$ cat src/lsu_pkg.sv
package lsu_pkg;

    // ------------------------------------------------------------------------
    // widths
    // ------------------------------------------------------------------------

    // physical address and data word
    localparam int unsigned ADDR_W = 16;
    localparam int unsigned DATA_W = 32;
    // one enable per byte lane
    localparam int unsigned BE_W = DATA_W / 8;

    // page offset of a load as seen by the store buffer checker
    localparam int unsigned OFFSET_W = 12;

    // ------------------------------------------------------------------------
    // depths
    // ------------------------------------------------------------------------

    localparam int unsigned DEPTH_SPEC = 4;
    localparam int unsigned DEPTH_COMMIT = 4;
    localparam int unsigned SPEC_PTR_W = $clog2(DEPTH_SPEC);
    localparam int unsigned COMMIT_PTR_W = $clog2(DEPTH_COMMIT);

    // data memory, word index taken from address bits 9 to 2
    localparam int unsigned MEM_WORDS = 256;
    localparam int unsigned MEM_IDX_W = $clog2(MEM_WORDS);

    // load unit FSM
    typedef enum logic [1:0] {
        IDLE,
        WAIT_CONFLICT,
        REQUEST,
        WAIT_DATA
    } load_state_e;

    // port that won the last granted memory cycle
    typedef enum logic {
        SEL_STORE,
        SEL_LOAD
    } arb_sel_e;

endpackage

$ cat src/dcache_req_if.sv
`timescale 1ns/100ps

interface dcache_req_if import lsu_pkg::*; ();

    // request side
    logic              req;
    logic              we;
    logic [ADDR_W-1:0] addr;
    logic [DATA_W-1:0] wdata;
    logic [BE_W-1:0]   be;

    // response side
    // gnt comes in the same cycle as req, rvalid one cycle after a read grant
    logic              gnt;
    logic              rvalid;
    logic [DATA_W-1:0] rdata;

    modport requester (
        output req, we, addr, wdata, be,
        input  gnt, rvalid, rdata
    );

    modport responder (
        input  req, we, addr, wdata, be,
        output gnt, rvalid, rdata
    );

endinterface

$ cat src/dcache_arbiter.sv
`timescale 1ns/100ps

module dcache_arbiter import lsu_pkg::*; (
    input  logic            clk_i,
    input  logic            rst_ni,
    dcache_req_if.responder st,
    dcache_req_if.responder ld,
    dcache_req_if.requester mem
);

    arb_sel_e last_q;
    logic     st_win;
    logic     ld_win;

    // on a tie the port that lost last time goes first
    assign st_win = st.req & (~ld.req | (last_q == SEL_LOAD));
    assign ld_win = ld.req & ~st_win;

    assign mem.req = st.req | ld.req;

    // steer the winner's payload
    always_comb begin
        if (st_win) begin
            mem.we    = st.we;
            mem.addr  = st.addr;
            mem.wdata = st.wdata;
            mem.be    = st.be;
        end else begin
            mem.we    = ld.we;
            mem.addr  = ld.addr;
            mem.wdata = ld.wdata;
            mem.be    = ld.be;
        end
    end

    assign st.gnt = st_win & mem.gnt;
    assign ld.gnt = ld_win & mem.gnt;

    // stores take no response
    assign st.rvalid = 1'b0;
    assign st.rdata  = '0;
    assign ld.rvalid = mem.rvalid;
    assign ld.rdata  = mem.rdata;

    always_ff @(posedge clk_i or negedge rst_ni) begin
        if (!rst_ni) begin
            last_q <= SEL_LOAD;
        end else if (mem.req && mem.gnt) begin
            last_q <= st_win ? SEL_STORE : SEL_LOAD;
        end
    end

    // a tie right after a store grant goes to the load alone
    a_tie_to_load: assert property (
        @(posedge clk_i) disable iff (!rst_ni)
        $past(st.gnt) && st.req && ld.req |-> ld.gnt && !st.gnt)
        else $error("arbiter: load lost a tie right after a store grant");

    // memory read data must belong to a load granted the cycle before
    a_rvalid_after_load: assert property (
        @(posedge clk_i) disable iff (!rst_ni) mem.rvalid |-> $past(ld.gnt))
        else $error("arbiter: read response without a load grant");

endmodule

$ cat src/flat_wrapper.sv
// flat-port wrapper written by rule: the top's interface ports become plain ports
module dcache_arbiter_flat import lsu_pkg::*;
  (clk_i, rst_ni, st_req, st_we, st_addr, st_wdata, st_be, st_gnt, st_rvalid, st_rdata, ld_req, ld_we, ld_addr, ld_wdata, ld_be, ld_gnt, ld_rvalid, ld_rdata, mem_req, mem_we, mem_addr, mem_wdata, mem_be, mem_gnt, mem_rvalid, mem_rdata);
  dcache_req_if st_i ();
  dcache_req_if ld_i ();
  dcache_req_if mem_i ();
  input  logic clk_i;
  input  logic rst_ni;
  input wire logic [$bits(st_i.req)-1:0] st_req;
  input wire logic [$bits(st_i.we)-1:0] st_we;
  input wire logic [$bits(st_i.addr)-1:0] st_addr;
  input wire logic [$bits(st_i.wdata)-1:0] st_wdata;
  input wire logic [$bits(st_i.be)-1:0] st_be;
  output wire logic [$bits(st_i.gnt)-1:0] st_gnt;
  output wire logic [$bits(st_i.rvalid)-1:0] st_rvalid;
  output wire logic [$bits(st_i.rdata)-1:0] st_rdata;
  input wire logic [$bits(ld_i.req)-1:0] ld_req;
  input wire logic [$bits(ld_i.we)-1:0] ld_we;
  input wire logic [$bits(ld_i.addr)-1:0] ld_addr;
  input wire logic [$bits(ld_i.wdata)-1:0] ld_wdata;
  input wire logic [$bits(ld_i.be)-1:0] ld_be;
  output wire logic [$bits(ld_i.gnt)-1:0] ld_gnt;
  output wire logic [$bits(ld_i.rvalid)-1:0] ld_rvalid;
  output wire logic [$bits(ld_i.rdata)-1:0] ld_rdata;
  output wire logic [$bits(mem_i.req)-1:0] mem_req;
  output wire logic [$bits(mem_i.we)-1:0] mem_we;
  output wire logic [$bits(mem_i.addr)-1:0] mem_addr;
  output wire logic [$bits(mem_i.wdata)-1:0] mem_wdata;
  output wire logic [$bits(mem_i.be)-1:0] mem_be;
  input wire logic [$bits(mem_i.gnt)-1:0] mem_gnt;
  input wire logic [$bits(mem_i.rvalid)-1:0] mem_rvalid;
  input wire logic [$bits(mem_i.rdata)-1:0] mem_rdata;
  assign st_i.req = st_req;
  assign st_i.we = st_we;
  assign st_i.addr = st_addr;
  assign st_i.wdata = st_wdata;
  assign st_i.be = st_be;
  assign st_gnt = st_i.gnt;
  assign st_rvalid = st_i.rvalid;
  assign st_rdata = st_i.rdata;
  assign ld_i.req = ld_req;
  assign ld_i.we = ld_we;
  assign ld_i.addr = ld_addr;
  assign ld_i.wdata = ld_wdata;
  assign ld_i.be = ld_be;
  assign ld_gnt = ld_i.gnt;
  assign ld_rvalid = ld_i.rvalid;
  assign ld_rdata = ld_i.rdata;
  assign mem_req = mem_i.req;
  assign mem_we = mem_i.we;
  assign mem_addr = mem_i.addr;
  assign mem_wdata = mem_i.wdata;
  assign mem_be = mem_i.be;
  assign mem_i.gnt = mem_gnt;
  assign mem_i.rvalid = mem_rvalid;
  assign mem_i.rdata = mem_rdata;
  dcache_arbiter u_core (.clk_i(clk_i), .rst_ni(rst_ni), .st(st_i), .ld(ld_i), .mem(mem_i));
endmodule
$ cat config.mk
export PLATFORM = sky130hd
export DESIGN_NAME = dcache_arbiter_flat
export DESIGN_NICKNAME = d
export VERILOG_FILES = /design/src/lsu_pkg.sv /design/src/dcache_req_if.sv /design/src/dcache_arbiter.sv /design/src/flat_wrapper.sv
export SDC_FILE = /design/constraint.sdc
export NUM_CORES = 1
export LEC_CHECK = 0
export BUFFER_PORTS_ARGS = -buffer_cell sky130_fd_sc_hd__buf_2
export CAP_MARGIN = 30
export CORE_AREA = 2 2 102 104
export DETAILED_ROUTE_END_ITERATION = 8
export DIE_AREA = 0 0 104 106
export GPL_TIMING_DRIVEN = 0
export PLACE_DENSITY = 0.46
export SKIP_LAST_GASP = 1
export SLEW_MARGIN = 10
export SYNTH_ARGS = -nofsm -noshare
export SYNTH_HDL_FRONTEND = slang
export SYNTH_SLANG_ARGS = --single-unit
$ cat constraint.sdc
create_clock -name clk_i -period 2.21 [get_ports clk_i]
set_clock_uncertainty 0.2 [all_clocks]
set_input_delay 0.3315 -clock clk_i [delete_from_list [all_inputs] [get_ports clk_i]]
set_output_delay 0.3315 -clock clk_i [all_outputs]
set_load 0.05 [all_outputs]
* Word level (Yosys, flattened, before mapping)
Cells that the tools add are included.
** Operators by class
- Reductions and logical operators :: 1
- Muxes and demuxes :: 5
- Bitwise gates (word level) :: 8
** Operators by type and width (number)
- 32-bit 2-to-1 mux :: 1
- 16-bit 2-to-1 mux :: 1
- 1-bit bitwise AND :: 4
- 4-bit 2-to-1 mux :: 1
- 1-bit 2-to-1 mux :: 2
- 1-bit NOT :: 2
- 1-bit OR :: 2
- 1-bit logical AND :: 1
** Word-level totals
- Output and inout bits :: 122
- Input bits :: 144
- Register bits after elaboration :: 1
- Word-level logic and storage cells :: 15

* Depth between registers and ports, before layout
Gate-level depths: netlist (run 1).
- Depth after elaboration :: 6
- Gate-level depth with buffers :: 4
- Mapped depth without buffers :: 3

* Worst setup path after synthesis (run 1)
OpenSTA, ideal clock, no wires.
- Path type :: register -> output
- Start point :: register u_core.last_q
- End point :: output port st_gnt
- Slack :: 294 ps
- Arrival time :: 1385 ps
- Data required time :: 1679 ps
- Buffers on the path :: 0
- Cell stages (with the launch flop) :: 3
- Cell sequence :: dfstp_2 > inv_1 > a21oi_1
** On the way
- Word-level cells in the longest chain between the ends :: 3
** Ends and longest elaborated chain
- from (decl) :: line dcache_arbiter.sv:11 : arb_sel_e last_q;
- from (signal assigned) :: line dcache_arbiter.sv:49 : last_q <= st_win ? SEL_STORE : SEL_LOAD;
- 1-bit OR :: line dcache_arbiter.sv:16 : assign st_win = st.req & (~ld.req | (last_q == SEL_LOAD));
- 1-bit bitwise AND :: line dcache_arbiter.sv:16
- 1-bit bitwise AND :: line dcache_arbiter.sv:36 : assign st.gnt = st_win & mem.gnt;
- to (decl) :: line flat_wrapper.sv:14 : output wire logic [$bits(st_i.gnt)-1:0] st_gnt;
Every way passes these cells.

* Final worst setup path (run 1)
- Start point :: input port ld_req
- End point :: output port mem_wdata[0]
** On the way
- Word-level cells in the longest chain between the ends :: 4
** Ends and longest elaborated chain
- from (decl) :: line flat_wrapper.sv:17 : input wire logic [$bits(ld_i.req)-1:0] ld_req;
- 1-bit NOT :: line dcache_arbiter.sv:16
- 1-bit OR :: line dcache_arbiter.sv:16
- 1-bit bitwise AND :: line dcache_arbiter.sv:16
- 32-bit 2-to-1 mux :: line dcache_arbiter.sv:23 : if (st_win) begin
- to (decl) :: line flat_wrapper.sv:28 : output wire logic [$bits(mem_i.wdata)-1:0] mem_wdata;
Every way passes these cells.

==> results of run 1 <==
## cell type report
type	instances	area (um^2)	share of cell area, %
well taps	136	170.2	6.696
repair buffers	201	1023	40.28
inverters	2	7.507	0.2954
multi-input cells	94	769.5	30.28
flip-flops and latches	1	26.28	1.034
plain buffers	71	544.3	21.42
## worst register-to-register path, delay by kind of cell (launching register included)
family	cells	cell delay, ps
AO/OA/AOI/OAI	1	70
flip-flops	1	560
AND/OR/NAND/NOR	1	50
## cell usage in the layout, fill, tap and decap left out
master and instances:
sky130_fd_sc_hd__a21oi_1 2, sky130_fd_sc_hd__mux2_1 4, sky130_fd_sc_hd__buf_12 1, sky130_fd_sc_hd__nand2_1 3
sky130_fd_sc_hd__dfstp_2 1, sky130_fd_sc_hd__o21ai_4 1, sky130_fd_sc_hd__o21ai_0 1, sky130_fd_sc_hd__buf_6 3
sky130_fd_sc_hd__conb_1 33, sky130_fd_sc_hd__inv_1 2, sky130_fd_sc_hd__buf_2 199, sky130_fd_sc_hd__buf_4 69
sky130_fd_sc_hd__or2_2 1, sky130_fd_sc_hd__mux2_2 49
## how the worst min path moves through the flow
stage | cells past startpoint | start | to
after floorplan | 0 | rst_ni | u_core.last_q$_DFFE_PN1P_
after global placement | 1 | rst_ni | u_core.last_q$_DFFE_PN1P_
after detailed placement | 1 | rst_ni | u_core.last_q$_DFFE_PN1P_
final | 1 | rst_ni | u_core.last_q$_DFFE_PN1P_
after CTS | 1 | rst_ni | u_core.last_q$_DFFE_PN1P_
after global routing | 1 | rst_ni | u_core.last_q$_DFFE_PN1P_
## kinds of logic after synthesis
group	count (synthesis)
buffers and inverters	73
DFF	1
AOI/OAI and AO/OA	4
muxes	53
and+or+nand+nor	4
other	1
## power groups by stage
stage | Combinational (uW) | Clock (uW) | Sequential [uW]
after floorplan | 879 | 0 | 30.2
after global placement | 1110 | 0 | 30.8
after detailed placement | 1110 | 0 | 30.8
after CTS | 1120 | 0 | 30.9
after global routing | 1160 | 0 | 32.5
final | 1120 | 0 | 30.9
## stage by stage
step | worst slack (ps) | area [um^2] | setup TNS, ps
global route | 63.06 | 2541 | 0
detailed placement | -46.00 | 2514 | -553.5
finish | 115.8 | 2541 | 0
global placement | -55.68 | 2514 | -712.2
CTS | 112.7 | 2541 | 0
floorplan | 293.8 | 1348 | 0
## timing repair
| item | in CTS | in global routing |
|---|---|---|
| gates resized for setup | 0 | 0 |
| endpoints found under the hold margin | 0 | 0 |
| buffers inserted | 2 | 0 |
| setup endpoints to repair | 20 | 0 |
| hold buffers | 0 | 0 |
## routing by layer
| layer | vias to the layer above | share of wire, % | GRT usage [%] |
|---|---|---|---|
| met5 | - | 0.50 | 0 |
| met2 | 119 | 48 | 14.14 |
| met4 | 4 | 0 | 0 |
| met1 | 672 | 39 | 10.05 |
| li1 | 825 | - | - |
| met3 | 4 | 13 | 3.004 |
==> results.toml, run 1 <==
[layout]
layout.cells.non_filler = 505
top_register = "u_core.last_q"
filler_cell_count = 1120
syn_to_final_growth_pct = 107.0
nets = 515
biggestRegsByFlops = "u_core.last_q x1"
diodes = 0
drive_gt1_share_pct = 87.80
largest_register_ffs = 1
final_util_pct = 25.41

[power_and_ir_drop]
leakage_uw = 0.001523
clock_power_share_pct = 0
powerDensity_mw_per_mm2 = 451.5
netSwitchingPower_uw = 766.1
comb_power_share_pct = 97.3
pwr-share-seq_pct = 2.7
worst_ir_drop_vdd_uv = 153.4
power.share.switching_pct = 66.77
finalPower_uw = 1147
cell_internal_pwr_uw = 381.3

[sta]
rsz_0062_raised_after_global_routing = "false"
final_min_period_over_clock_period_pct = 94.76
min_period_ps = 2094
finalSetupViolCount = 0
fmaxAchievable_ghz = 0.4775
final_hold_viol_count = 0
count_of_pins_over_their_slew_limit = 0
whs_ps = 63.89

[global_routing]
grt_remaining_overflow = 0
wire_length_of_the_first_global_routing_pass_um = 7403
grt_use_total_pct = 8.069
antenna_found_initial = 2
first_global_vias = 1404
pin_count_of_the_biggest_net_entering_global_routing = 11

[outcome]
run_status = "finished clean"

[routing]
detailedRoute.firstIterationViolations = 28
via_per_inst = 3.216
detail_route.wl_per_cell_um = 10.60
routed_wirelength_um = 5352
detail_route.drc_violations = 0
drt.antenna.violating_nets = 0
num_vias = 1624
detailedRoute.firstPassIterationCount = 4

[yosys]
synth.most_common_cell = "sky130_fd_sc_hd__buf_4"
syn-mean-instance-area_um2 = 9.025
synth_sequential_area_ratio_pct = 2.141
ffs_latches_synth = 1
synth_edf_count = 0
synthDominantCellAreaShare_pct = 44.95
area_fraction_in_compound_gates_after_synthesis_pct = 2.548
synth-xor-area-share_pct = 0
async_flop_share_pct = 100.0
post_synth_main_area_contributors = "sky130_fd_sc_hd__mux2_2 45%, sky130_fd_sc_hd__buf_4 42%, sky130_fd_sc_hd__mux2_1 3.7%, sky130_fd_sc_hd__buf_6 2.8%, sky130_fd_sc_hd__dfstp_2 2.1%"
synth_area_leader = "sky130_fd_sc_hd__mux2_2"
instance_count_of_the_mapped_netlist = 136
synth_ff_type = "sky130_fd_sc_hd__dfstp_2"
syn_area_mm2 = 0.001227
yosys_warnings = 0
synth_commonest_cells = "68 x sky130_fd_sc_hd__buf_4, 49 x sky130_fd_sc_hd__mux2_2, 4 x sky130_fd_sc_hd__mux2_1"
main_combinational_cell_family_by_area_after_synthesis = "multiplexers"
simple_gate_fraction_of_synth_area_pct = 1.427
synth.mux.area_fraction_pct = 48.62
post_synth_num_cell_types = 12
yosys.area_share.adder_pct = 0

[place]
place_congestion = 0.7331
dp_hpwl_um = 5039
port-buffer-count = 199
place_inst = 503

[critical_path]
worstSetupEndpointType = "output pin"
critPathSlowestCell = "sky130_fd_sc_hd__mux2_2"
path_depth = 7
crit_buf_inv = 5
reg_to_reg_setup_timing_slack_ps = 1240
worstRegToRegCells = 2
cpPeakStageDelay_ps = 360
type_of_the_worst_setup_path = "in -> out"
worstReg2RegStart = "u_core.last_q$_DFFE_PN1P_"
worst_setup_sp_type = "input pin"
cp_cell_sequence = "buf_2, inv_1, o21ai_4, buf_12, buf_4, mux2_2, buf_2"
startpoint = "ld_req"
critical_path_arrival_ps = 1560
timing.critical_path.mode_cell = "sky130_fd_sc_hd__buf_2"
cp.required_ps = 1680
regToRegEndpoint = "u_core.last_q$_DFFE_PN1P_"
crit_fanout = 10
worstSetupEndpoint = "mem_wdata[0]"
path_delay_family = "buffers and inverters"

[die]
die-area_mm2 = 0.01102
die_height_um = 106
placementRows = 37
initial_core_util_pct = 12.27
die-width_um = 104
floorplan.io_pins = 266
floorplan.core_area_mm2 = 0.01000

[min_path]
min-delay-path-class = "in -> async"

[clock_network]
clkSlewWorstSetupHoldPaths_ps = 0
clock_insertion_delay_worst_skew_ps = 0

[job]
drv.max_cap_violation_count = 0
Power figures use the tool's default switching activity.
==> run 2: changes to the inputs <==
==> constraint.sdc (replaced) <==
create_clock -name clk_i -period 2.4 [get_ports clk_i]
set_clock_uncertainty 0.2 [all_clocks]
set_input_delay 0.36 -clock clk_i [delete_from_list [all_inputs] [get_ports clk_i]]
set_output_delay 0.36 -clock clk_i [all_outputs]
set_load 0.05 [all_outputs]
==> results.toml, run 2 (synthesis gave the netlist of run 1 again) <==
[outcome]
run_status = "finished clean"

[critical_path]
type_of_the_worst_setup_path = "in -> out"
crit_fanout = 10
worstReg2RegStart = "u_core.last_q$_DFFE_PN1P_"
regToRegEndpoint = "u_core.last_q$_DFFE_PN1P_"
worstSetupEndpointType = "output pin"
reg_to_reg_setup_timing_slack_ps = 1430
worst_setup_sp_type = "input pin"
critical_path_arrival_ps = 1730
worstRegToRegCells = 2
cp.required_ps = 1840

[layout]
filler_cell_count = 1121
diodes = 0
largest_register_ffs = 1
most_common_cell_after_layout_fill_and_taps_aside = "sky130_fd_sc_hd__buf_2"
nets = 513
syn_to_final_growth_pct = 104.8
commonest_non_fill_non_tap_cells_in_the_layout = "199 x sky130_fd_sc_hd__buf_2, 68 x sky130_fd_sc_hd__buf_4, 49 x sky130_fd_sc_hd__mux2_2, 33 x sky130_fd_sc_hd__conb_1, 4 x sky130_fd_sc_hd__mux2_1"
final_area_mm2 = 0.002514
drive_gt1_share_pct = 87.74
biggestRegsByFlops = "u_core.last_q x1"
top_register = "u_core.last_q"

[die]
placementRows = 37
die-area_mm2 = 0.01102
initial_core_util_pct = 12.27
floorplan.io_pins = 266
die-width_um = 104
floorplan.core_area_mm2 = 0.01000
die_height_um = 106

[sta]
timing.setup.tns_ps = 0
final_min_period_over_clock_period_pct = 95.54
finalSetupViolCount = 0
fmaxAchievable_ghz = 0.4361
min_period_ps = 2293
rsz_0062_raised_after_global_routing = "false"
whs_ps = 92.39
count_of_pins_over_their_slew_limit = 0
final_hold_viol_count = 0

[place]
port-buffer-count = 199
dp_hpwl_um = 5039
place_congestion = 0.7331
placedInstanceArea_mm2 = 0.002514

[power_and_ir_drop]
powerDensity_mw_per_mm2 = 416.4
finalPower_uw = 1047
worst_ir_drop_vdd_uv = 141.3
leakage_uw = 0.001509

[clock_network]
clkSlewWorstSetupHoldPaths_ps = 0
postCtsHoldBufs = 0
cts_post_setup_buffers_inserted = 0
post_cts_resized = 0
clock_insertion_delay_worst_skew_ps = 0

[global_routing]
grt_remaining_overflow = 0
wire_length_of_the_first_global_routing_pass_um = 7369
pin_count_of_the_biggest_net_entering_global_routing = 11
antenna_found_initial = 2
grt_use_total_pct = 8.043
first_global_vias = 1396

[routing]
routed_wirelength_um = 5361
detailedRoute.firstIterationViolations = 28
detailedRoute.firstPassIterationCount = 4
detail_route.wl_per_cell_um = 10.66
top_layer = "met5"
wl_met3_um = 667
detail_route.drc_violations = 0
routed-wl-met2_um = 2555
num_vias = 1617
via_per_inst = 3.215
met1_length_um = 2110
drt.antenna.violating_nets = 0

[job]
drv.max_cap_violation_count = 0

[min_path]
min-delay-path-class = "in -> async"
## run 2: layer usage
layer / global-route usage (%) / vias to the layer above
met5: 0 / -
met4: 0 / 4
met3: 3.004 / 4
met2: 14.05 / 119
met1: 10.05 / 669
li1: - / 821
## run 2: area by class of cell
class / count / area (um^2) / share of cell area (%)
Timing Repair Buffer: 199 / 996.0 / 39.62
Tap cell: 136 / 170.2 / 6.770
Multi-Input combinational cell: 94 / 769.5 / 30.61
Inverter: 2 / 7.507 / 0.2987
Buffer: 71 / 544.3 / 21.65
Sequential cell: 1 / 26.28 / 1.045
## run 2: through the flow
step / instances / util [%] / setup WS, ps
floorplan: 168 / - / 455.3
global placement: 503 / 25.14 / 77.32
detailed placement: 503 / 25.14 / 87.00
CTS: 503 / 25.14 / 77.29
global route: 503 / 25.14 / 25.68
finish: 503 / 25.14 / 107.0
## run 2: power breakdown
| part | internal [uW] | total, uW | leakage (uW) | switching (uW) |
|---|---|---|---|---|
| Clock | 0 | 0 | 0 | 0 |
| Sequential | 23.1 | 28.4 | 0.0000105 | 5.30 |
| Combinational | 319 | 1020 | 0.00150 | 699 |
| Total | 342 | 1050 | 0.00151 | 704 |
## run 2: how the worst max path moves through the flow
stage,cells past startpoint,slack [ps],from,endpoint
global placement,6,80,ld_req,mem_wdata[15]
CTS,6,80,ld_req,mem_addr[12]
finish,6,110,ld_req,mem_wdata[0]
detailed placement,6,90,ld_req,mem_addr[12]
global route,6,30,ld_req,mem_wdata[0]
floorplan,2,460,u_core.last_q$_DFFE_PN1P_,st_gnt
## run 2: worst max-delay path, stage by stage
cell                      delay [ps]
sky130_fd_sc_hd__buf_2           120
sky130_fd_sc_hd__inv_1            70
sky130_fd_sc_hd__o21ai_4         340
sky130_fd_sc_hd__buf_4           260
sky130_fd_sc_hd__mux2_2          370
sky130_fd_sc_hd__buf_2           210
