**src/lsu_pkg.sv**
```systemverilog
package lsu_pkg;

    // ------------------------------------------------------------------------
    // widths
    // ------------------------------------------------------------------------

    // physical address and data word
    localparam int unsigned ADDR_W = 16;
    localparam int unsigned DATA_W = 32;
    // one enable per byte lane
    localparam int unsigned BE_W = DATA_W / 8;

    // page offset of a load as seen by the store buffer checker
    localparam int unsigned OFFSET_W = 12;

    // ------------------------------------------------------------------------
    // depths
    // ------------------------------------------------------------------------

    localparam int unsigned DEPTH_SPEC = 4;
    localparam int unsigned DEPTH_COMMIT = 4;
    localparam int unsigned SPEC_PTR_W = $clog2(DEPTH_SPEC);
    localparam int unsigned COMMIT_PTR_W = $clog2(DEPTH_COMMIT);

    // data memory, word index taken from address bits 9 to 2
    localparam int unsigned MEM_WORDS = 256;
    localparam int unsigned MEM_IDX_W = $clog2(MEM_WORDS);

    // load unit FSM
    typedef enum logic [1:0] {
        IDLE,
        WAIT_CONFLICT,
        REQUEST,
        WAIT_DATA
    } load_state_e;

    // port that won the last granted memory cycle
    typedef enum logic {
        SEL_STORE,
        SEL_LOAD
    } arb_sel_e;

endpackage

```
**src/dcache_req_if.sv**
```systemverilog
`timescale 1ns/100ps

interface dcache_req_if import lsu_pkg::*; ();

    // request side
    logic              req;
    logic              we;
    logic [ADDR_W-1:0] addr;
    logic [DATA_W-1:0] wdata;
    logic [BE_W-1:0]   be;

    // response side
    // gnt comes in the same cycle as req, rvalid one cycle after a read grant
    logic              gnt;
    logic              rvalid;
    logic [DATA_W-1:0] rdata;

    modport requester (
        output req, we, addr, wdata, be,
        input  gnt, rvalid, rdata
    );

    modport responder (
        input  req, we, addr, wdata, be,
        output gnt, rvalid, rdata
    );

endinterface

```
**src/store_buffer.sv**
```systemverilog
`timescale 1ns/100ps

module store_buffer import lsu_pkg::*; (
    input  logic                clk_i,
    input  logic                rst_ni,
    // drops every speculative entry, commit queue keeps draining
    input  logic                flush_i,
    // holds back the memory drain
    input  logic                stall_i,
    input  logic                valid_i,
    input  logic [ADDR_W-1:0]   addr_i,
    input  logic [DATA_W-1:0]   data_i,
    input  logic [BE_W-1:0]     be_i,
    input  logic                commit_i,
    input  logic [OFFSET_W-1:0] page_offset_i,
    output logic                ready_o,
    output logic                commit_ready_o,
    output logic                no_st_pending_o,
    output logic                store_buffer_empty_o,
    output logic                page_offset_matches_o,
    dcache_req_if.requester     mem
);

    // payload of one buffered store
    typedef struct packed {
        logic [ADDR_W-1:0] addr;
        logic [DATA_W-1:0] data;
        logic [BE_W-1:0]   be;
    } sb_entry_t;

    // speculative ring
    sb_entry_t               spec_ram_q [DEPTH_SPEC];
    logic [DEPTH_SPEC-1:0]   spec_valid_q;
    logic [SPEC_PTR_W-1:0]   spec_rd_ptr_q;
    logic [SPEC_PTR_W-1:0]   spec_wr_ptr_q;
    logic [SPEC_PTR_W:0]     spec_cnt_q;

    // commit ring
    sb_entry_t               commit_ram_q [DEPTH_COMMIT];
    logic [DEPTH_COMMIT-1:0] commit_valid_q;
    logic [COMMIT_PTR_W-1:0] commit_rd_ptr_q;
    logic [COMMIT_PTR_W-1:0] commit_wr_ptr_q;
    logic [COMMIT_PTR_W:0]   commit_cnt_q;

    logic                    push;
    logic                    drain;

    // flush wins over a push in the same cycle
    assign push  = valid_i & ~flush_i;
    assign drain = mem.req & mem.gnt;

    // ------------------------------------------------------------------------
    // status
    // ------------------------------------------------------------------------

    // a commit frees the head slot at the same edge
    assign ready_o              = (spec_cnt_q != DEPTH_SPEC) | commit_i;
    assign commit_ready_o       = (commit_cnt_q != DEPTH_COMMIT);
    assign no_st_pending_o      = (commit_cnt_q == '0);
    assign store_buffer_empty_o = (spec_cnt_q == '0) & no_st_pending_o;

    // ------------------------------------------------------------------------
    // speculative queue
    // ------------------------------------------------------------------------

    always_ff @(posedge clk_i or negedge rst_ni) begin
        if (!rst_ni) begin
            spec_valid_q  <= '0;
            spec_rd_ptr_q <= '0;
            spec_wr_ptr_q <= '0;
            spec_cnt_q    <= '0;
        end else if (flush_i) begin
            spec_valid_q  <= '0;
            spec_wr_ptr_q <= spec_rd_ptr_q;
            spec_cnt_q    <= '0;
        end else begin
            // clear before set so a full queue can commit and push together
            if (commit_i) begin
                spec_valid_q[spec_rd_ptr_q] <= 1'b0;
                spec_rd_ptr_q               <= spec_rd_ptr_q + 1'b1;
            end
            if (push) begin
                spec_valid_q[spec_wr_ptr_q] <= 1'b1;
                spec_wr_ptr_q               <= spec_wr_ptr_q + 1'b1;
            end
            if (push && !commit_i) begin
                spec_cnt_q <= spec_cnt_q + 1'b1;
            end else if (commit_i && !push) begin
                spec_cnt_q <= spec_cnt_q - 1'b1;
            end
        end
    end

    always_ff @(posedge clk_i) begin
        if (push) begin
            spec_ram_q[spec_wr_ptr_q] <= '{addr: addr_i, data: data_i, be: be_i};
        end
    end

    // ------------------------------------------------------------------------
    // commit queue
    // ------------------------------------------------------------------------

    always_ff @(posedge clk_i or negedge rst_ni) begin
        if (!rst_ni) begin
            commit_valid_q  <= '0;
            commit_rd_ptr_q <= '0;
            commit_wr_ptr_q <= '0;
            commit_cnt_q    <= '0;
        end else begin
            // head leaves on grant, memory takes the write at this edge
            if (drain) begin
                commit_valid_q[commit_rd_ptr_q] <= 1'b0;
                commit_rd_ptr_q                 <= commit_rd_ptr_q + 1'b1;
            end
            if (commit_i) begin
                commit_valid_q[commit_wr_ptr_q] <= 1'b1;
                commit_wr_ptr_q                 <= commit_wr_ptr_q + 1'b1;
            end
            if (commit_i && !drain) begin
                commit_cnt_q <= commit_cnt_q + 1'b1;
            end else if (drain && !commit_i) begin
                commit_cnt_q <= commit_cnt_q - 1'b1;
            end
        end
    end

    // speculative head moves over unchanged
    always_ff @(posedge clk_i) begin
        if (commit_i) begin
            commit_ram_q[commit_wr_ptr_q] <= spec_ram_q[spec_rd_ptr_q];
        end
    end

    // memory drain, writes only
    assign mem.req   = commit_valid_q[commit_rd_ptr_q] & ~stall_i;
    assign mem.we    = 1'b1;
    assign mem.addr  = commit_ram_q[commit_rd_ptr_q].addr;
    assign mem.wdata = commit_ram_q[commit_rd_ptr_q].data;
    assign mem.be    = commit_ram_q[commit_rd_ptr_q].be;

    // ------------------------------------------------------------------------
    // page offset checker
    // ------------------------------------------------------------------------

    // word granularity, bits 11 to 2, over both rings
    always_comb begin
        page_offset_matches_o = 1'b0;
        for (int i = 0; i < DEPTH_SPEC; i++) begin
            if (spec_valid_q[i] &&
                (spec_ram_q[i].addr[OFFSET_W-1:2] == page_offset_i[OFFSET_W-1:2])) begin
                page_offset_matches_o = 1'b1;
            end
        end
        for (int i = 0; i < DEPTH_COMMIT; i++) begin
            if (commit_valid_q[i] &&
                (commit_ram_q[i].addr[OFFSET_W-1:2] == page_offset_i[OFFSET_W-1:2])) begin
                page_offset_matches_o = 1'b1;
            end
        end
    end

    // ------------------------------------------------------------------------
    // assertions
    // ------------------------------------------------------------------------

    // flush and commit are decided in the same pipeline stage
    a_commit_and_flush: assert property (
        @(posedge clk_i) disable iff (!rst_ni) flush_i |-> !commit_i)
        else $error("store buffer: commit and flush in the same cycle");

    a_spec_overflow: assert property (
        @(posedge clk_i) disable iff (!rst_ni)
        (spec_cnt_q == DEPTH_SPEC) && !commit_i |-> !valid_i)
        else $error("store buffer: push into a full speculative queue");

    a_spec_underflow: assert property (
        @(posedge clk_i) disable iff (!rst_ni) (spec_cnt_q == '0) |-> !commit_i)
        else $error("store buffer: commit from an empty speculative queue");

    a_commit_overflow: assert property (
        @(posedge clk_i) disable iff (!rst_ni) (commit_cnt_q == DEPTH_COMMIT) |-> !commit_i)
        else $error("store buffer: commit into a full commit queue");

endmodule

```
**src/flat_wrapper.sv**
```systemverilog
// flat-port wrapper written by rule: the top's interface ports become plain ports
module store_buffer_flat import lsu_pkg::*;
  (clk_i, rst_ni, flush_i, stall_i, valid_i, addr_i, data_i, be_i, commit_i, page_offset_i, ready_o, commit_ready_o, no_st_pending_o, store_buffer_empty_o, page_offset_matches_o, mem_req, mem_we, mem_addr, mem_wdata, mem_be, mem_gnt, mem_rvalid, mem_rdata);
  dcache_req_if mem_i ();
  input  logic clk_i;
  input  logic rst_ni;
  input  logic flush_i;
  input  logic stall_i;
  input  logic valid_i;
  input  logic [ADDR_W-1:0] addr_i;
  input  logic [DATA_W-1:0] data_i;
  input  logic [BE_W-1:0] be_i;
  input  logic commit_i;
  input  logic [OFFSET_W-1:0] page_offset_i;
  output logic ready_o;
  output logic commit_ready_o;
  output logic no_st_pending_o;
  output logic store_buffer_empty_o;
  output logic page_offset_matches_o;
  output wire logic [$bits(mem_i.req)-1:0] mem_req;
  output wire logic [$bits(mem_i.we)-1:0] mem_we;
  output wire logic [$bits(mem_i.addr)-1:0] mem_addr;
  output wire logic [$bits(mem_i.wdata)-1:0] mem_wdata;
  output wire logic [$bits(mem_i.be)-1:0] mem_be;
  input wire logic [$bits(mem_i.gnt)-1:0] mem_gnt;
  input wire logic [$bits(mem_i.rvalid)-1:0] mem_rvalid;
  input wire logic [$bits(mem_i.rdata)-1:0] mem_rdata;
  assign mem_req = mem_i.req;
  assign mem_we = mem_i.we;
  assign mem_addr = mem_i.addr;
  assign mem_wdata = mem_i.wdata;
  assign mem_be = mem_i.be;
  assign mem_i.gnt = mem_gnt;
  assign mem_i.rvalid = mem_rvalid;
  assign mem_i.rdata = mem_rdata;
  store_buffer u_core (.clk_i(clk_i), .rst_ni(rst_ni), .flush_i(flush_i), .stall_i(stall_i), .valid_i(valid_i), .addr_i(addr_i), .data_i(data_i), .be_i(be_i), .commit_i(commit_i), .page_offset_i(page_offset_i), .ready_o(ready_o), .commit_ready_o(commit_ready_o), .no_st_pending_o(no_st_pending_o), .store_buffer_empty_o(store_buffer_empty_o), .page_offset_matches_o(page_offset_matches_o), .mem(mem_i));
endmodule
```
**config.mk**
```make
export PLATFORM = sky130hd
export DESIGN_NAME = store_buffer_flat
export DESIGN_NICKNAME = d
export VERILOG_FILES = /design/src/lsu_pkg.sv /design/src/dcache_req_if.sv /design/src/store_buffer.sv /design/src/flat_wrapper.sv
export SDC_FILE = /design/constraint.sdc
export NUM_CORES = 1
export LEC_CHECK = 0
export ABC_AREA = 1
export ABC_CLOCK_PERIOD_IN_PS = 3540
export BUFFER_PORTS_ARGS = -buffer_cell sky130_fd_sc_hd__buf_2
export CAP_MARGIN = 10
export CORE_AREA = 4 4 185 187
export CTS_BUF_LIST = sky130_fd_sc_hd__clkbuf_4
export DETAILED_ROUTE_END_ITERATION = 8
export DIE_AREA = 0 0 189 191
export GPL_ROUTABILITY_DRIVEN = 0
export PLACE_DENSITY = 0.84
export SYNTH_ARGS = -nofsm -noshare
export SYNTH_HDL_FRONTEND = slang
export SYNTH_SLANG_ARGS = --single-unit
```
**constraint.sdc**
```tcl
create_clock -name clk_i -period 3.54 [get_ports clk_i]
set_clock_uncertainty 0.15 [all_clocks]
set_input_delay 0.354 -clock clk_i [delete_from_list [all_inputs] [get_ports clk_i]]
set_output_delay 0.354 -clock clk_i [all_outputs]
set_load 0.005 [all_outputs]
```
; ---- Yosys cells after proc, flatten, opt, wreduce, memory -nomap -nowiden
; Memory sizes are Yosys's and may differ from the RTL's.
; Cells that the tools add are included.
[classes]
mux = 35
reduce_logical = 25
addsub = 8
n_lt_le_gt_ge = 8
n_eq_ne = 10
n_bitwise = 13
[op_table]
columns = operator, n
row1 = equality test 10 bit, 8
row2 = two-way mux 4 bit, 6
row3 = two-way mux 1 bit, 17
row4 = logical AND 1 bit, 16
row5 = two-way mux 3 bit, 5
row6 = less-than comparator 2 x 3 -> 1 bit (second input constant), 4
row7 = adder 2 x 1 -> 2 bit (second input constant), 4
row8 = AND 4 bit, 2
row9 = demux 1 bit (select 2 bit), 4
row10 = greater-or-equal comparator 2 x 1 -> 1 bit (second input constant), 4
row11 = NOT 4 bit, 2
row12 = bitwise OR 4 bit, 2
row13 = adder 3 x 1 -> 3 bit (second input constant), 2
row14 = zero test 3 bit, 2
row15 = inequality test 3 bit (second input constant), 2
row16 = subtractor 3 x 1 -> 3 bit (second input constant), 2
row17 = AND 1 bit, 4
row18 = two-way mux 2 bit, 2
row19 = nonzero test 2 bit, 2
row20 = zero test 1 bit, 3
row21 = nonzero test 3 bit, 1
row22 = binary-select mux 1 bit (select 2 bit), 1
row23 = NOT 1 bit, 2
row24 = AND reduction 2 bit, 1
row25 = bitwise OR 1 bit, 1
[word_totals]
mem_count = 2
register_bits = 22
in_bits = 104
ramBits = 416
wordCells = 109
[memory_table]
columns = name, words, word_bits, read_ports, rd_ports_with_merged_regs, wr, line
row1 = u_core.commit_ram_q, 4, 52, 5, 0, 1, store_buffer.sv:39  ; sb_entry_t commit_ram_q [DEPTH_COMMIT];
row2 = u_core.spec_ram_q, 4, 52, 5, 0, 1, store_buffer.sv:32  ; sb_entry_t spec_ram_q [DEPTH_SPEC];

; ---- Depth between registers and ports, before layout
; Gate-level depths: netlist of run 1.
[logic_depth]
word_depth = 11
depth_mapped = 12
ltp_nobuf = 11

; ---- Worst setup path after synthesis of run 1
; No wires, ideal clock.
[synth_path]
kind = register to register
from = reg u_core.spec_wr_ptr_q[0]
to = mem u_core.spec_ram_q[2][0] (netlist name), enable pin
path_slack_ps = 72
required_ps = 2927
period_less_slack_ps = 3468
stages_incl_launch_ff = 5
n_path_buf = 0
setup_time_ps = 463
arrival_time_ps = 2855
cell_sequence = dfrtp_1 -> inv_1 -> ha_1 -> inv_1 -> nor2_1
[synth_rtl]
columns = element, line
row1 = start: declaration, store_buffer.sv:35  ; logic [SPEC_PTR_W-1:0] spec_wr_ptr_q;
row2 = start signal: assignment, store_buffer.sv:74  ; spec_wr_ptr_q <= spec_rd_ptr_q;
row3 = start signal: assignment, store_buffer.sv:84  ; spec_wr_ptr_q <= spec_wr_ptr_q + 1'b1;
row4 = end: declaration, store_buffer.sv:32
; No word-level cell before the write port.

; ---- Worst setup path in the final report of run 1
[layout_path]
from = reg u_core.commit_rd_ptr_q[0]
to = out mem_wdata[15]
[layout_between]
elab_chain_cells = 1
[layout_lines]
columns = element, line
row1 = start: declaration, store_buffer.sv:41  ; logic [COMMIT_PTR_W-1:0] commit_rd_ptr_q;
row2 = start signal: assignment, store_buffer.sv:114  ; commit_rd_ptr_q <= commit_rd_ptr_q + 1'b1;
row3 = memory read (4 x 52 bit), n/a
row4 = end: declaration, flat_wrapper.sv:23  ; output wire logic [$bits(mem_i.wdata)-1:0] mem_wdata;
; Every way passes these cells.

==> run metrics, run 1 <==
Antenna Violating Nets Remaining 0; Synth Warn # 0; first-pass GRT wire length 65400 um; # setup viols final 0; placed cell count between 1500 and 2000; Setup CP Type reg -> out; clock root cell clkbuf_4; required time worst endpoint 3.04 ns; Max VDD drop between 0.0006 and 0.0007 V; number of core rows 66; # port buffers between 100 and 150; Clock Sinks ~440; drt first pass iters 6; Top FF cell, synth edfxtp_1; reg2reg start u_core.commit_rd_ptr_q[0]; Max Clk Rate ~0.30 GHz; GRT Util Overall roughly 23%; setup bufs post-CTS 0; CTS buffer count 100; CTS tree done; P&R area growth vs syn 16.7%; Combinational Power Share 31.4%; CTS H-Tree Depth 3; # DRC 0; most common cell in the netlist edfxtp_1; CP startpoint kind flip-flop; register clock-pin slew on the reported worst setup and hold paths roughly 0.060 ns; Initial Util 55.6%; final std cells w/o fill 2229; Worst Tran Pin Value 1.13 ns; dominant cell type by area after synthesis edfxtp_1; Rel. slew slack about a quarter; fin crit period 3.30 ns; clk buf depth 3; via count ~13000; Max Cap Viol 0; Yosys reg bits ~440; grt ovf 0; Area contributors post-synth edfxtp_1 69%, nor2_1 4.9%, nand2_1 3.7%, o21ai_0 3.7%, o22ai_1 3.3%; Distinct cells, synth 34; Worst-Skew Late Latency 0.76 ns; Internal about 11 mW; sw frac a little over a third; Post-synth EDFFs 416; total power 16.8 mW; Cell Pwr Density 800 nW/um^2; nets 1824; worst hold-check path type in -> reg; WL/cell ~19 um; RSZ-0062 raised after global routing false; Async S/R FF share, synth 5.02%; period utilization approximately 93%; final hold vios 0; Mapped Nets 1596; post-synthesis sequential area ratio 72.3%; Critical Path End Type output port; worst min-delay path startpoint data_i[11]; NetSw 5.90 mW; Die Width 189 um; critical path data arrival time 2.79 ns; Via density 5.61; WL final 42600 um; layout cell share with drive strength beyond 1 roughly a fifth; die height around 190 um; Detailed Place HPWL 23300 um; Critical Path Fanout Max 100; top cell type's share of synthesized area 69.3%; final setup TNS 0 ns; top post-synthesis cells by count 416 x edfxtp_1, 236 x nor2_1, 178 x nand2_1, 133 x o21ai_0, 96 x o22ai_1; largest net degree at the start of global routing 111; Mapped Area 18000 um^2; sequential power share roughly 45%; antenna violations before repair 5; Die Area about 36000 um^2; Boundary Pins 163; crit path from u_core.commit_rd_ptr_q[0]; vias in the first global route 12600; Clk pwr share between 20% and 30%; Mapped Cells around 1500; syn avg cell area 12.2 um^2; core area between 30000 and 40000 um^2; Final Max Slew Viols 0; Iteration-0 DRC Markers 1558; Leakage 7.85 nW; status completed
layer usage:
layer	wire (um)	GRT usage [%]	vias to the layer above
met1	16400	29.2	5961
met5	27	0	-
met4	1290	10.1	4
li1	-	-	5736
met3	3520	4.93	118
met2	21400	39.4	691
flip-flops by register name (all words and copies together), names as in the netlist:
signal                  count
u_core.spec_rd_ptr_q        2
u_core.commit_cnt_q         3
u_core.commit_wr_ptr_q      2
u_core.commit_ram_q       208
u_core.spec_ram_q         208
u_core.spec_cnt_q           3
u_core.commit_rd_ptr_q      2
u_core.commit_valid_q       4
u_core.spec_valid_q         4
u_core.spec_wr_ptr_q        2
through the flow:
step,instance area (um^2),util (%),setup WS [ns],hold slack (ns)
floorplan,18000,-,0.0721,-0.0916
global placement,19100,58.8,1.09,0.216
detailed placement,19100,58.8,1.02,0.224
CTS,21000,64.8,0.210,0.120
global route,21100,64.9,0.128,0.159
finish,21100,64.9,0.242,0.193
cell usage in the layout (no fill, tap or decap), types with 4 or more instances in the layout:
| cell type | count |
|---|---|
| ha_1 | 17 |
| nor2_1 | 232 |
| nand3_1 | 18 |
| a31o_2 | 4 |
| buf_2 | 126 |
| o22ai_1 | 96 |
| nand2_1 | 178 |
| dfrtp_1 | 18 |
| edfxtp_1 | 416 |
| nand4_1 | 6 |
| nor2_4 | 4 |
| o21ai_1 | 79 |
| clkinv_1 | 27 |
| inv_1 | 82 |
| inv_2 | 21 |
| dlygate4sd3_1 | 61 |
| xor2_1 | 12 |
| buf_12 | 7 |
| xnor2_1 | 21 |
| buf_4 | 12 |
| clkbuf_4 | 150 |
| o21ai_0 | 133 |
| a21oi_1 | 31 |
worst paths after layout:
path,endpoint,slack [ns],cells past startpoint
max in group asynchronous,u_core.commit_rd_ptr_q[0],2.57,4
setup / recovery,mem_wdata[15],0.24,4
min in group asynchronous,u_core.spec_valid_q[3],0.48,4
hold reg to reg,u_core.commit_valid_q[2],0.33,2
hold / removal,u_core.spec_ram_q[0][15],0.19,2
setup reg to reg,u_core.commit_cnt_q[2],0.54,12
power groups by stage:
stage	logic, mW	registers (mW)	clock network (mW)
2_1_floorplan	3.28	7.57	0
3_3_place_gp	4.92	7.59	0
3_5_place_dp	5.13	7.64	0
4_1_cts	5.23	7.53	4.05
5_1_grt	5.80	7.62	4.34
6_report	5.28	7.56	4.00
cell families (layout without fill, tap and decap cells):
logic type / Yosys count / after routing / share of synthesized area [%]
compound gates: 352 / 352 / 10.7
xor+xnor: 33 / 33 / 1.60
fa+ha+maj: 19 / 19 / 1.40
buf+inv: 184 / 495 / 4.30
flops: 438 / 438 / 72.3
mux: 1 / 1 / 0.0624
other cells: 1 / 4 / 0.0208
simple gates: 445 / 445 / 9.62
critical path, stage by stage, from the launching register on:
cell and delay, ns:
dfrtp_4 0.42, buf_4 0.84, o21ai_0 0.24, o22ai_1 0.31, buf_2 0.18
final cells by class:
class                   instances  area (um^2)
diodes                          3         7.51
well taps                     442          553
fillers                      2266        11400
clock inverters                35          200
repair buffers                206         1470
clock buffers                 150         1130
multi-input cells             851         4240
flip-flops and latches        438        13100
inverters                     104          395
timing repair:
item                      4_1_cts  5_1_grt
hold endpoints to repair      250        0
resized for setup               0        0
hold buffers                   62        0
Power figures use the tool's default switching activity.
==> run 2: changes to the inputs <==
- BUFFER_PORTS_ARGS: -buffer_cell sky130_fd_sc_hd__buf_2 -> unset
- CORE_AREA: 4 4 185 187 -> 4 4 180 182
- DIE_AREA: 0 0 189 191 -> 0 0 184 186
- DONT_BUFFER_PORTS: unset -> 1
- PLACE_DENSITY: 0.84 -> 0.83
==> run metrics, run 2 (synthesized netlist as in run 1, its figures left out) <==
status completed; CTS H-Tree Depth 3; # setup viols final 0; clock root cell clkbuf_4; Clock Sinks ~440; CP startpoint kind flip-flop; via count about 12000; drt first pass iters 6; grt ovf 0; nets 1701; critical path data arrival time 2.77 ns; reg2reg start u_core.commit_rd_ptr_q[1]; Max Cap Viol 0; Via density 5.82; Multi-input gate area ~4200 um^2; Critical Path End Type output port; cells on worst reg2reg path 10; Antenna Violating Nets Remaining 0; Combinational Power Share just under 30%; antenna violations before repair 7; clk buf depth 3; core area 30600 um^2; Internal roughly 11 mW; Max Clk Rate 0.305 GHz; first-pass GRT wire length between 60000 and 70000 um; register clock-pin slew on the reported worst setup and hold paths approximately 0.070 ns; worst hold-check path type in -> async; Top Registers u_core.commit_ram_q (208), u_core.spec_ram_q (208); # port buffers 0; final hold vios 0; fin crit period 3.28 ns; Cell Pwr Density 806 nW/um^2; Initial Util 58.9%; CTS tree done; die height ~190 um; reg2reg setup slack 0.33 ns; CTS buffer count roughly 100; register area around 13000 um^2; Leakage 7.35 nW; Clk pwr share 24.5%; setup bufs post-CTS 0; sequential power share 46.4%; RR Endpoint u_core.commit_cnt_q[1]; Die Width 184 um; Rel. slew slack 25.8%; most frequent cells in the layout 416 x edfxtp_1, 232 x nor2_1, 178 x nand2_1; Worst-Skew Late Latency around 0.73 ns; final std cells w/o fill 2060; Critical Path Fanout Max 61; Fillers 2062; Setup CP Type reg -> out; final setup TNS 0 ns; period utilization 92.6%; WL final about 42000 um; Max VDD drop 0.000649 V; required time worst endpoint 3.04 ns; Boundary Pins between 150 and 200; P&R area growth vs syn 12.8%; layout cell share with drive strength beyond 1 13.3%; number of core rows 64; Worst Tran Pin Value around 1.1 ns; NetSw 5.77 mW; Iteration-0 DRC Markers 1220; vias in the first global route 11900; GRT Util Overall between 20 and 25%; RSZ-0062 raised after global routing false; Die Area about 34000 um^2; Final Max Slew Viols 0; largest net degree at the start of global routing between 100 and 150; sw frac 35.2%; Detailed Place HPWL 23300 um; placed cell count 1809; # DRC 0; most common cell after layout, fill and taps aside edfxtp_1; WL/cell 20.2 um
==> run 2: cell types whose count changed in the layout (fill, tap and decap cells not counted), moves of 2 or more <==
| cell | previous run | this run |
|---|---|---|
| buf_4 | 12 | 15 |
| buf_12 | 7 | 5 |
| diode_2 | 3 | 5 |
| buf_2 | 126 | 0 |
| clkinv_1 | 27 | 25 |
| clkinv_2 | 2 | 6 |
==> run 2: metal layers <==
layer,GRT usage [%],wire (um)
met1,29.6,15400
met2,41.3,20900
met3,6.90,4280
met4,9.23,1030
met5,0,21
==> run 2: layout make-up <==
| class | instances | area share [%] |
|---|---|---|
| clock buffer | 149 | 5.50 |
| multi-input combinational | 851 | 20.9 |
| sequential | 438 | 64.2 |
| tap | 396 | 2.44 |
| timing repair buffer | 80 | 4.00 |
| inverter | 104 | 1.94 |
| antenna | 5 | 0.0615 |
| clock inverter | 37 | 1.05 |
==> run 2: critical path: stages, from the launching register on <==
cell and delay, ns:
dfrtp_2 0.65, inv_2 0.13, buf_4 0.64, o21ai_0 0.25, o22ai_1 0.33
==> run 2: power by group through the flow <==
| stage | combinational, mW | clock (mW) | sequential [mW] |
|---|---|---|---|
| finish | 4.76 | 4.02 | 7.60 |
| global route | 5.28 | 4.41 | 7.67 |
| CTS | 4.74 | 4.07 | 7.58 |
| detailed placement | 4.62 | 0 | 7.69 |
| global placement | 4.43 | 0 | 7.65 |
| floorplan | 3.28 | 0 | 7.57 |
==> run 2: worst max-delay path by stage <==
stage                              start                      end  slack (ns)  cells after the start
6_report       u_core.commit_rd_ptr_q[1]            mem_wdata[14]        0.26                      4
5_1_grt        u_core.commit_rd_ptr_q[1]            mem_wdata[14]        0.09                      4
4_1_cts        u_core.commit_rd_ptr_q[1]            mem_wdata[13]        0.25                      4
3_5_place_dp   u_core.commit_rd_ptr_q[1]   u_core.commit_cnt_q[1]        0.99                      9
3_3_place_gp   u_core.commit_rd_ptr_q[1]   u_core.commit_cnt_q[1]        1.07                      9
2_1_floorplan    u_core.spec_wr_ptr_q[0]  u_core.spec_ram_q[2][0]        0.07                      4
==> run 2: timing repair <==
action	CTS	global route
hold endpoints to repair	256	0
hold buffers	60	0
resized for setup	0	0
==> run 2: metrics by stage <==
step	utilization [%]	area, um^2	power [mW]	hold slack [ns]	setup WS [ns]
6_report	66.5	20300	16.4	0.122	0.263
5_1_grt	66.5	20300	17.4	0.108	0.0923
4_1_cts	66.5	20300	16.4	0.0687	0.245
3_5_place_dp	60.2	18400	12.3	-0.0910	0.987
3_3_place_gp	60.2	18400	12.1	-0.0909	1.07
2_1_floorplan	-	18000	10.9	-0.0916	0.0721
